===== src/hw/rdp_consts.svh =====
// *******************************************************************
// Read datapath constants
// Fixed widths, FIFO depths and termination delays of the read path
// *******************************************************************
`ifndef RDP_CONSTS_SVH
`define RDP_CONSTS_SVH

// Two DQS groups of eight DQ bits make up one AFI read word
`define RDP_DQS_GROUPS 2
`define RDP_GROUP_WIDTH 8
`define RDP_DQ_WIDTH 16

// Length of the read-enable shifter and the width of the latency count
`define RDP_MAX_READ_LATENCY 16
`define RDP_LAT_WIDTH 4

// Each group FIFO holds eight bytes
`define RDP_FIFO_DEPTH 8
`define RDP_FIFO_AW 3

// Termination window, in AFI cycles of read-enable history
`define RDP_OCT_ON_DELAY 1
`define RDP_OCT_OFF_DELAY 4

`endif


===== src/hw/rdp_pkg.sv =====
// *******************************************************************
// Read datapath types
// Vector types shared by the read-return path and its testbench
// *******************************************************************
`default_nettype none
`include "rdp_consts.svh"

package rdp_pkg;

	// Full AFI read word and a single group's slice of it
	typedef logic [`RDP_DQ_WIDTH-1:0] rdp_dq_t;
	typedef logic [`RDP_GROUP_WIDTH-1:0] rdp_group_dq_t;

	// One bit per DQS group, used for capture strobes and FIFO flags
	typedef logic [`RDP_DQS_GROUPS-1:0] rdp_group_mask_t;

	// Read latency programmed by the sequencer
	typedef logic [`RDP_LAT_WIDTH-1:0] rdp_lat_t;

	// The extra top bit tells a full FIFO from an empty one
	typedef logic [`RDP_FIFO_AW:0] rdp_fifo_ptr_t;

endpackage

`default_nettype wire


===== src/hw/rdp_latency_fifo.sv =====
// *******************************************************************
// Latency FIFO
// Delays the AFI read-enable by the sequencer latency to pop read data
// *******************************************************************
`timescale 1ns/10ps
`default_nettype none
`include "rdp_consts.svh"

module rdp_latency_fifo (
	input  logic              pll_afi_clk,
	input  logic              reset_n_afi_clk,
	input  logic              afi_rdata_en_i,
	input  rdp_pkg::rdp_lat_t seq_read_latency_i,
	output logic              read_pop_o
);

	// Bit k holds the read-enable seen k+1 edges ago
	logic [`RDP_MAX_READ_LATENCY-1:0] lat_shifter;

	// Tap select, so that a latency of L reads the enable from L edges back
	rdp_pkg::rdp_lat_t tap_sel;

	assign tap_sel = seq_read_latency_i - rdp_pkg::rdp_lat_t'(1);

	// *******************************************************************
	// Shifter and registered tap
	// *******************************************************************

	// Every enable walks the shifter on its own, so any number of reads
	// can be in flight at once
	always_ff @(posedge pll_afi_clk or negedge reset_n_afi_clk) begin
		if (!reset_n_afi_clk) begin
			lat_shifter <= '0;
			read_pop_o  <= 1'b0;
		end else begin
			lat_shifter <= {lat_shifter[`RDP_MAX_READ_LATENCY-2:0], afi_rdata_en_i};
			// An enable sampled at edge t is popped in the cycle after edge t+L
			read_pop_o  <= lat_shifter[tap_sel];
		end
	end

	// A zero latency would wrap the tap select onto the oldest stage, so the
	// sequencer must hold a legal value while any read is on its way
	a_latency_nonzero: assert property (
		@(posedge pll_afi_clk) disable iff (!reset_n_afi_clk)
		(afi_rdata_en_i || (|lat_shifter)) |-> (seq_read_latency_i != '0)
	) else $error("read latency is zero with reads in flight");

endmodule

`default_nettype wire


===== src/hw/rdp_oct_ctrl.sv =====
// *******************************************************************
// Termination control
// Forces on-die termination off outside the window around read data
// *******************************************************************
`timescale 1ns/10ps
`default_nettype none
`include "rdp_consts.svh"

module rdp_oct_ctrl (
	input  logic pll_afi_clk,
	input  logic reset_n_afi_clk,
	input  logic afi_rdata_en_i,
	output logic force_oct_off_o
);

	// Recent read-enable history, newest in bit 0
	logic [`RDP_OCT_OFF_DELAY-1:0] rdata_en_r;

	// History with the live enable appended at the bottom
	logic [`RDP_OCT_OFF_DELAY:0] rdata_en_shifter;

	assign rdata_en_shifter = {rdata_en_r, afi_rdata_en_i};

	// Termination stays on while any enable sits between the on and off
	// delays of the history, which covers the returning read burst
	always_ff @(posedge pll_afi_clk or negedge reset_n_afi_clk) begin
		if (!reset_n_afi_clk) begin
			rdata_en_r      <= '0;
			force_oct_off_o <= 1'b0;
		end else begin
			rdata_en_r      <= rdata_en_shifter[`RDP_OCT_OFF_DELAY-1:0];
			force_oct_off_o <=
				~(|rdata_en_shifter[`RDP_OCT_OFF_DELAY:`RDP_OCT_ON_DELAY]);
		end
	end

	// Every read enable opens the termination window for its returning burst,
	// from the on delay through the off delay after it
	a_oct_window_on: assert property (
		@(posedge pll_afi_clk) disable iff (!reset_n_afi_clk)
		afi_rdata_en_i |-> ##(`RDP_OCT_ON_DELAY + 1)
			(!force_oct_off_o) [*(`RDP_OCT_OFF_DELAY - `RDP_OCT_ON_DELAY + 1)]
	) else $error("termination not enabled after a read enable");

endmodule

`default_nettype wire


===== src/hw/rdp_read_fifo.sv =====
// *******************************************************************
// Read data FIFO
// One byte FIFO per DQS group, popped together into one AFI word
// *******************************************************************
`timescale 1ns/10ps
`default_nettype none
`include "rdp_consts.svh"

module rdp_read_fifo (
	input  logic                     pll_afi_clk,
	input  logic                     reset_n_afi_clk,
	input  logic                     seq_read_fifo_reset_i,
	input  rdp_pkg::rdp_dq_t         capture_dq_i,
	input  rdp_pkg::rdp_group_mask_t capture_valid_i,
	input  logic                     read_pop_i,
	output rdp_pkg::rdp_dq_t         fifo_dq_o,
	output logic                     fifo_dq_valid_o,
	output logic                     fifo_underrun_o
);

	// Per-group status flags
	rdp_pkg::rdp_group_mask_t grp_empty;
	rdp_pkg::rdp_group_mask_t grp_full;

	// *******************************************************************
	// Group FIFOs
	// *******************************************************************

	for (genvar g = 0; g < `RDP_DQS_GROUPS; g++) begin : g_group
		rdp_pkg::rdp_group_dq_t mem [`RDP_FIFO_DEPTH];
		rdp_pkg::rdp_fifo_ptr_t wr_ptr;
		rdp_pkg::rdp_fifo_ptr_t rd_ptr;
		rdp_pkg::rdp_group_dq_t rd_data;
		logic                   wr_en;
		logic                   rd_en;

		// Equal pointers mean empty; equal addresses with opposite wrap bits mean full
		assign grp_empty[g] = (wr_ptr == rd_ptr);
		assign grp_full[g]  = (wr_ptr[`RDP_FIFO_AW] != rd_ptr[`RDP_FIFO_AW]) &&
			(wr_ptr[`RDP_FIFO_AW-1:0] == rd_ptr[`RDP_FIFO_AW-1:0]);

		// Writes into a full group are dropped, and a FIFO reset wins
		// over both sides
		assign wr_en = capture_valid_i[g] && !grp_full[g] && !seq_read_fifo_reset_i;
		assign rd_en = read_pop_i && !grp_empty[g] && !seq_read_fifo_reset_i;

		always_ff @(posedge pll_afi_clk or negedge reset_n_afi_clk) begin
			if (!reset_n_afi_clk) begin
				wr_ptr <= '0;
				rd_ptr <= '0;
			end else if (seq_read_fifo_reset_i) begin
				wr_ptr <= '0;
				rd_ptr <= '0;
			end else begin
				if (wr_en) begin
					wr_ptr <= wr_ptr + rdp_pkg::rdp_fifo_ptr_t'(1);
				end
				if (rd_en) begin
					rd_ptr <= rd_ptr + rdp_pkg::rdp_fifo_ptr_t'(1);
				end
			end
		end

		// Storage and the registered read port
		// An empty group keeps its last byte, which the underrun flag marks
		always_ff @(posedge pll_afi_clk) begin
			if (wr_en) begin
				mem[wr_ptr[`RDP_FIFO_AW-1:0]] <=
					capture_dq_i[g*`RDP_GROUP_WIDTH +: `RDP_GROUP_WIDTH];
			end
			if (rd_en) begin
				rd_data <= mem[rd_ptr[`RDP_FIFO_AW-1:0]];
			end
		end

		// Group g lands in bits 8g+7 down to 8g of the AFI word
		assign fifo_dq_o[g*`RDP_GROUP_WIDTH +: `RDP_GROUP_WIDTH] = rd_data;

		// The capture side has no back-pressure, so a full group loses data
		a_no_write_full: assert property (
			@(posedge pll_afi_clk) disable iff (!reset_n_afi_clk)
			(capture_valid_i[g] && !seq_read_fifo_reset_i) |-> !grp_full[g]
		) else $error("capture write into full group %0d", g);
	end

	// *******************************************************************
	// Pop status
	// *******************************************************************

	// Valid and underrun line up with the data one cycle after the pop
	always_ff @(posedge pll_afi_clk or negedge reset_n_afi_clk) begin
		if (!reset_n_afi_clk) begin
			fifo_dq_valid_o <= 1'b0;
			fifo_underrun_o <= 1'b0;
		end else begin
			fifo_dq_valid_o <= read_pop_i && !seq_read_fifo_reset_i;
			fifo_underrun_o <= read_pop_i && !seq_read_fifo_reset_i && (|grp_empty);
		end
	end

endmodule

`default_nettype wire


===== src/hw/rdp_rdata_output.sv =====
// *******************************************************************
// Read data output stage
// Registers the AFI read word and valid and keeps the underflow flag
// *******************************************************************
`timescale 1ns/10ps
`default_nettype none

module rdp_rdata_output (
	input  logic             pll_afi_clk,
	input  logic             reset_n_afi_clk,
	input  logic             seq_read_fifo_reset_i,
	input  rdp_pkg::rdp_dq_t fifo_dq_i,
	input  logic             fifo_dq_valid_i,
	input  logic             fifo_underrun_i,
	output rdp_pkg::rdp_dq_t afi_rdata_o,
	output logic             afi_rdata_valid_o,
	output logic             rdata_underflow_o
);

	// Data only loads with a valid word and is qualified by the valid output
	always_ff @(posedge pll_afi_clk) begin
		if (fifo_dq_valid_i) begin
			afi_rdata_o <= fifo_dq_i;
		end
	end

	// Valid pulse toward the controller
	always_ff @(posedge pll_afi_clk or negedge reset_n_afi_clk) begin
		if (!reset_n_afi_clk) begin
			afi_rdata_valid_o <= 1'b0;
		end else begin
			afi_rdata_valid_o <= fifo_dq_valid_i;
		end
	end

	// Sticky underflow, set by any pop that found a group empty
	// and held until the sequencer resets the FIFOs
	always_ff @(posedge pll_afi_clk or negedge reset_n_afi_clk) begin
		if (!reset_n_afi_clk) begin
			rdata_underflow_o <= 1'b0;
		end else if (seq_read_fifo_reset_i) begin
			rdata_underflow_o <= 1'b0;
		end else if (fifo_dq_valid_i && fifo_underrun_i) begin
			rdata_underflow_o <= 1'b1;
		end
	end

	// A valid edge toward the AFI always comes from a FIFO pop one cycle back
	a_valid_follows_fifo: assert property (
		@(posedge pll_afi_clk) disable iff (!reset_n_afi_clk)
		$rose(afi_rdata_valid_o) |-> $past(fifo_dq_valid_i)
	) else $error("read valid rose without FIFO valid");

endmodule

`default_nettype wire


===== src/hw/rdp_read_datapath.sv =====
// *******************************************************************
// Read datapath top
// Latency FIFO, termination control, group FIFOs and AFI output stage
// *******************************************************************
`timescale 1ns/10ps
`default_nettype none

module rdp_read_datapath (
	input  logic                     pll_afi_clk,
	input  logic                     reset_n_afi_clk,
	input  logic                     afi_rdata_en_i,
	input  rdp_pkg::rdp_lat_t        seq_read_latency_i,
	input  rdp_pkg::rdp_dq_t         capture_dq_i,
	input  rdp_pkg::rdp_group_mask_t capture_valid_i,
	input  logic                     seq_read_fifo_reset_i,
	output rdp_pkg::rdp_dq_t         afi_rdata_o,
	output logic                     afi_rdata_valid_o,
	output logic                     rdata_underflow_o,
	output logic                     force_oct_off_o
);

	// Pop strobe from the latency FIFO to the group FIFOs
	logic             read_pop;

	// Group FIFO word and status toward the output stage
	rdp_pkg::rdp_dq_t fifo_dq;
	logic             fifo_dq_valid;
	logic             fifo_underrun;

	rdp_latency_fifo u_latency_fifo (
		.pll_afi_clk        (pll_afi_clk),
		.reset_n_afi_clk    (reset_n_afi_clk),
		.afi_rdata_en_i     (afi_rdata_en_i),
		.seq_read_latency_i (seq_read_latency_i),
		.read_pop_o         (read_pop)
	);

	// Termination runs straight from the controller enable
	rdp_oct_ctrl u_oct_ctrl (
		.pll_afi_clk     (pll_afi_clk),
		.reset_n_afi_clk (reset_n_afi_clk),
		.afi_rdata_en_i  (afi_rdata_en_i),
		.force_oct_off_o (force_oct_off_o)
	);

	rdp_read_fifo u_read_fifo (
		.pll_afi_clk           (pll_afi_clk),
		.reset_n_afi_clk       (reset_n_afi_clk),
		.seq_read_fifo_reset_i (seq_read_fifo_reset_i),
		.capture_dq_i          (capture_dq_i),
		.capture_valid_i       (capture_valid_i),
		.read_pop_i            (read_pop),
		.fifo_dq_o             (fifo_dq),
		.fifo_dq_valid_o       (fifo_dq_valid),
		.fifo_underrun_o       (fifo_underrun)
	);

	rdp_rdata_output u_rdata_output (
		.pll_afi_clk           (pll_afi_clk),
		.reset_n_afi_clk       (reset_n_afi_clk),
		.seq_read_fifo_reset_i (seq_read_fifo_reset_i),
		.fifo_dq_i             (fifo_dq),
		.fifo_dq_valid_i       (fifo_dq_valid),
		.fifo_underrun_i       (fifo_underrun),
		.afi_rdata_o           (afi_rdata_o),
		.afi_rdata_valid_o     (afi_rdata_valid_o),
		.rdata_underflow_o     (rdata_underflow_o)
	);

endmodule

`default_nettype wire


===== config.mk =====
export PLATFORM = sky130hd
export DESIGN_NAME = rdp_read_datapath
export DESIGN_NICKNAME = d
export VERILOG_FILES = /design/src/hw/rdp_pkg.sv /design/src/hw/rdp_latency_fifo.sv /design/src/hw/rdp_oct_ctrl.sv /design/src/hw/rdp_read_fifo.sv /design/src/hw/rdp_rdata_output.sv /design/src/hw/rdp_read_datapath.sv
export VERILOG_INCLUDE_DIRS = /design/src /design/src/hw
export SDC_FILE = /design/constraint.sdc
export NUM_CORES = 1
export LEC_CHECK = 0
export BUFFER_PORTS_ARGS = -buffer_cell sky130_fd_sc_hd__buf_4
export CAP_MARGIN = 10
export CORE_ASPECT_RATIO = 0.9
export CORE_MARGIN = 2
export CORE_UTILIZATION = 56
export CTS_BUF_LIST = sky130_fd_sc_hd__clkbuf_4 sky130_fd_sc_hd__clkbuf_8
export DETAILED_ROUTE_END_ITERATION = 10
export GPL_ROUTABILITY_DRIVEN = 0
export GPL_TIMING_DRIVEN = 0
export PLACE_DENSITY = 0.81
export SETUP_SLACK_MARGIN = 0.2
export SLEW_MARGIN = 10
export SYNTH_ARGS = -nofsm -noshare
export SYNTH_HDL_FRONTEND = slang
export SYNTH_SLANG_ARGS = --single-unit

===== constraint.sdc =====
create_clock -name pll_afi_clk -period 1.8 [get_ports pll_afi_clk]
set_input_delay 0.09 -clock pll_afi_clk [delete_from_list [all_inputs] [get_ports pll_afi_clk]]
set_output_delay 0.09 -clock pll_afi_clk [all_outputs]
set_load 0.05 [all_outputs]

==> results.sh <==
export IMPL_area_delta_synth_final_pct=32.54
export IMPL_synth_cell_types=33
export IMPL_hpwlAfterDp_um=8720
export IMPL_critPathKind="reg2reg"
export IMPL_drive_gt1_frac=0.4663
export IMPL_top_layer="met4"
export IMPL_core_area_mm2=0.01341
export IMPL_vias_per_cell=6.086
export IMPL_track_usage=0.2304
export IMPL_critical_path_max_fanout=8
export IMPL_setup_viol=48
export IMPL_start_util=0.5753
export IMPL_yosysSeqAreaShare=0.7459
export IMPL_drc_errors=0
export IMPL_overflow=0
export IMPL_slowest_delay_ps=460
export IMPL_tightest_slew_ps=777.2
export IMPL_nNetsFinal=582
export IMPL_reg2reg_depth=7
export IMPL_fp_dieH_um=115.4
export IMPL_netlist_instances=399
export IMPL_status="finished, violations left"
export IMPL_hp_start="seq_read_fifo_reset_i"
export IMPL_drt_pass1_iter_count=5
export IMPL_num_antenna_cells=0
export IMPL_synth_nets=430
export IMPL_placed_cell_area_mm2=0.008328
export IMPL_p_sw_mw=3.206
export IMPL_fmax_mhz=536.3
export IMPL_rsz0062_at_grt="yes"
export IMPL_timing_max_cap_violations=0
export IMPL_drt_iter0_drc=547
export IMPL_slowest_stage="dfrtp_2"
export IMPL_cts_buffers_inserted=17
export IMPL_swShare=0.2850
export IMPL_ir_worst_vdd_uv=936.1
export IMPL_die_w_um=127.7
export IMPL_portBuffers=43
export IMPL_slew_violations=0
export IMPL_cts_tree="done"
export IMPL_hold_class="in2reg"
export IMPL_stdcell_count=732
export IMPL_required_ps=2010
export IMPL_route_vias_total=4455
export IMPL_cts_max_path_buffers=2
export IMPL_avgSynthCellArea_um2=19.34
export IMPL_clkPwrFrac=0.252
export IMPL_netlist_area_mm2=0.007716
export IMPL_intPower_mw=8.043
export IMPL_finClkSkew_ps=12.90
export IMPL_setup_tns_ps=-1716
export IMPL_hold_viol=0
export IMPL_holdPathStages=3
export IMPL_reg2reg_setup_slack_ps=-60
export IMPL_grt_max_degree=39
export IMPL_worstPathCellList="buf_12 > xnor2_4 > nand4_1 > buf_6 > nand2_8 > nor3_4 > buf_12"
export IMPL_crit_top_cell="buf_12"
export IMPL_met3_length_um=1488
export IMPL_slew_headroom=0.4818
export IMPL_end_kind="register"
export IMPL_num_rows=40
export IMPL_period_share=1.036
export IMPL_fin_crit_ps=1865
export IMPL_drt_wl_total_um=18510
export IMPL_worstSetupStartpointType="register"
export IMPL_grt_pass1_wl_um=24380
export IMPL_timing_rr_end="u_read_fifo.g_group[1].mem[5][1]"
export IMPL_yosysWarningCount=0
export IMPL_clkSlewWorstSetupHoldPaths_ps=100
export IMPL_clk_latency_ps=490
export IMPL_antenna_found_initial=0
export IMPL_power_frac_comb=0.270
export IMPL_leakage_nw=3.648
export IMPL_drtAntennaViolNets=0
export IMPL_dp_slack_ps=-345.0
export IMPL_synth_seq_cells=198
export IMPL_finalWorstSetupSlack_ps=-64.55
export IMPL_die_area_mm2=0.01473
export IMPL_hold_end="u_read_fifo.g_group[1].rd_ptr[2]"
export IMPL_ios=45
export IMPL_powerDensity_mw_per_mm2=1100
export IMPL_final_area_mm2=0.01023
export IMPL_root_buffer="clkbuf_8"
export IMPL_power_mw=11.25
export IMPL_cts_max_level=4
export IMPL_r2r_start="u_read_fifo.g_group[1].rd_ptr[0]"
export IMPL_power_frac_seq=0.478
export IMPL_wl_met1_um=6968
export IMPL_grt_pass1_vias=4380
export IMPL_avgRoutedWirePerCell_um=25.29
export IMPL_cts_sinks=198
export IMPL_post_place_cells=610
export IMPL_violations="setup timing"
export IMPL_dr_wl_met2_um=9609
export IMPL_crit_arrival_ps=2070
kinds of logic (layout without fill, tap and decap cells):
group | count (synthesis) | in the layout | synth area share
flip-flops | 198 | 198 | 0.7459
AND/OR/NAND/NOR | 75 | 75 | 0.04832
multiplexers | 56 | 56 | 0.1356
buffers and inverters | 24 | 189 | 0.01638
XOR/XNOR | 23 | 23 | 0.02805
AO/OA/AOI/OAI | 18 | 18 | 0.01767
adder cells (fa/ha/maj) | 5 | 5 | 0.008108
sequential cells by signal, summed over array words and instances (netlist names), 3 cells and up:
register	count
u_latency_fifo.lat_shifter	13
u_oct_ctrl.rdata_en_r	3
u_rdata_output.afi_rdata_o	16
u_read_fifo.g_group.mem	128
u_read_fifo.g_group.rd_data	16
u_read_fifo.g_group.rd_ptr	8
u_read_fifo.g_group.wr_ptr	8
critical path: cells and delay by family, from the launching register on:
kind                   cells  cell delay [ps]
XOR/XNOR                   1              130
AND/OR/NAND/NOR            3              480
flip-flops                 1              460
buffers and inverters      3              490
power groups by stage:
stage	logic [mW]	clock network, mW	registers, mW
finish	3.04	2.83	5.38
global route	3.17	2.98	5.40
CTS	2.39	2.75	5.37
detailed placement	1.88	0	5.46
global placement	1.83	0	5.45
floorplan	1.25	0	5.58
metrics by stage:
step                      utilization  hold WS [ps]
final                          0.7625         64.13
after global routing           0.7625         61.97
after CTS                      0.7229         45.16
after detailed placement       0.6209         86.84
after global placement         0.6209         72.60
after floorplan                     -        -205.6
timing repair:
item	CTS	global route
endpoints found under the setup margin	175	175
cloned	0	2
setup buffers	42	24
pin swaps	17	22
hold buffers	22	0
gates resized for setup	54	66
hold endpoints to repair	172	0
synthesized netlist by cell type:
cell type,count,area [um2]
and2_1,2,12.51
buf_2,11,55.05
ha_1,5,62.56
nand4_1,8,50.05
mux2_2,18,202.7
xor2_1,14,122.6
or3b_2,2,17.52
and4_1,2,17.52
nor3_1,5,25.02
nand3_1,9,45.04
a21oi_1,6,30.03
a31oi_1,2,12.51
dfrtp_1,38,950.9
nand3b_1,3,22.52
o41ai_1,2,17.52
xnor2_2,2,32.53
nand2b_1,1,6.260
nand2_1,13,48.80
xnor2_1,7,61.31
nor2_1,24,90.09
buf_6,3,33.78
mux4_2,37,833.3
a41oi_1,1,8.760
a211oi_1,4,30.03
nor2b_1,2,12.51
or3_1,3,18.77
nor4_1,1,6.260
inv_1,6,22.52
o41ai_2,2,32.53
edfxtp_1,160,4805
clkbuf_1,4,15.01
o21ai_0,1,5.000
mux2i_1,1,10.01
routing by layer:
metal | track usage | up-vias
met3 | 0.06049 | 43
met4 | 0.08718 | 0
li1 | - | 1878
met1 | 0.3025 | 2278
met2 | 0.3779 | 256
met5 | 0 | -
placed cells by master (no fill, tap or decap), types with 6 or more instances in the layout:
| master | count |
|---|---|
| nand2_1 | 9 |
| inv_6 | 7 |
| xor2_1 | 9 |
| clkbuf_8 | 17 |
| edfxtp_1 | 160 |
| dfrtp_2 | 7 |
| nand3_1 | 8 |
| inv_1 | 6 |
| nand4_1 | 8 |
| mux4_2 | 37 |
| nor2_1 | 12 |
| nor2_4 | 12 |
| buf_12 | 21 |
| buf_4 | 77 |
| dfrtp_1 | 31 |
| buf_6 | 23 |
| mux2_4 | 15 |
| dlygate4sd3_1 | 22 |
layout make-up:
class                   instances  area (um2)
flip-flops and latches        198        5764
fillers                       663        3186
multi-input cells             177        2281
repair buffers                133        1361
clock buffers                  19       249.0
well taps                     168       210.2
plain buffers                  18       203.9
clock inverters                13       135.1
inverters                       6       22.52
worst max path at each step:
stage	cells after the start	slack, ps	from	to
final	7	-60	u_read_fifo.g_group[1].rd_ptr[0]	u_read_fifo.g_group[1].mem[5][1]
after global routing	7	-100	u_read_fifo.g_group[0].rd_ptr[1]	u_read_fifo.g_group[0].mem[5][2]
after CTS	7	60	u_read_fifo.g_group[1].rd_ptr[0]	u_read_fifo.g_group[1].mem[5][0]
after detailed placement	5	-350	u_read_fifo.g_group[0].rd_ptr[0]	u_read_fifo.g_group[0].mem[3][3]
after global placement	5	-280	u_read_fifo.g_group[0].rd_ptr[0]	u_read_fifo.g_group[0].mem[3][3]
after floorplan	5	80	u_read_fifo.g_group[0].rd_ptr[0]	u_read_fifo.g_group[0].mem[1][0]
(Power assumes the default switching activity.)
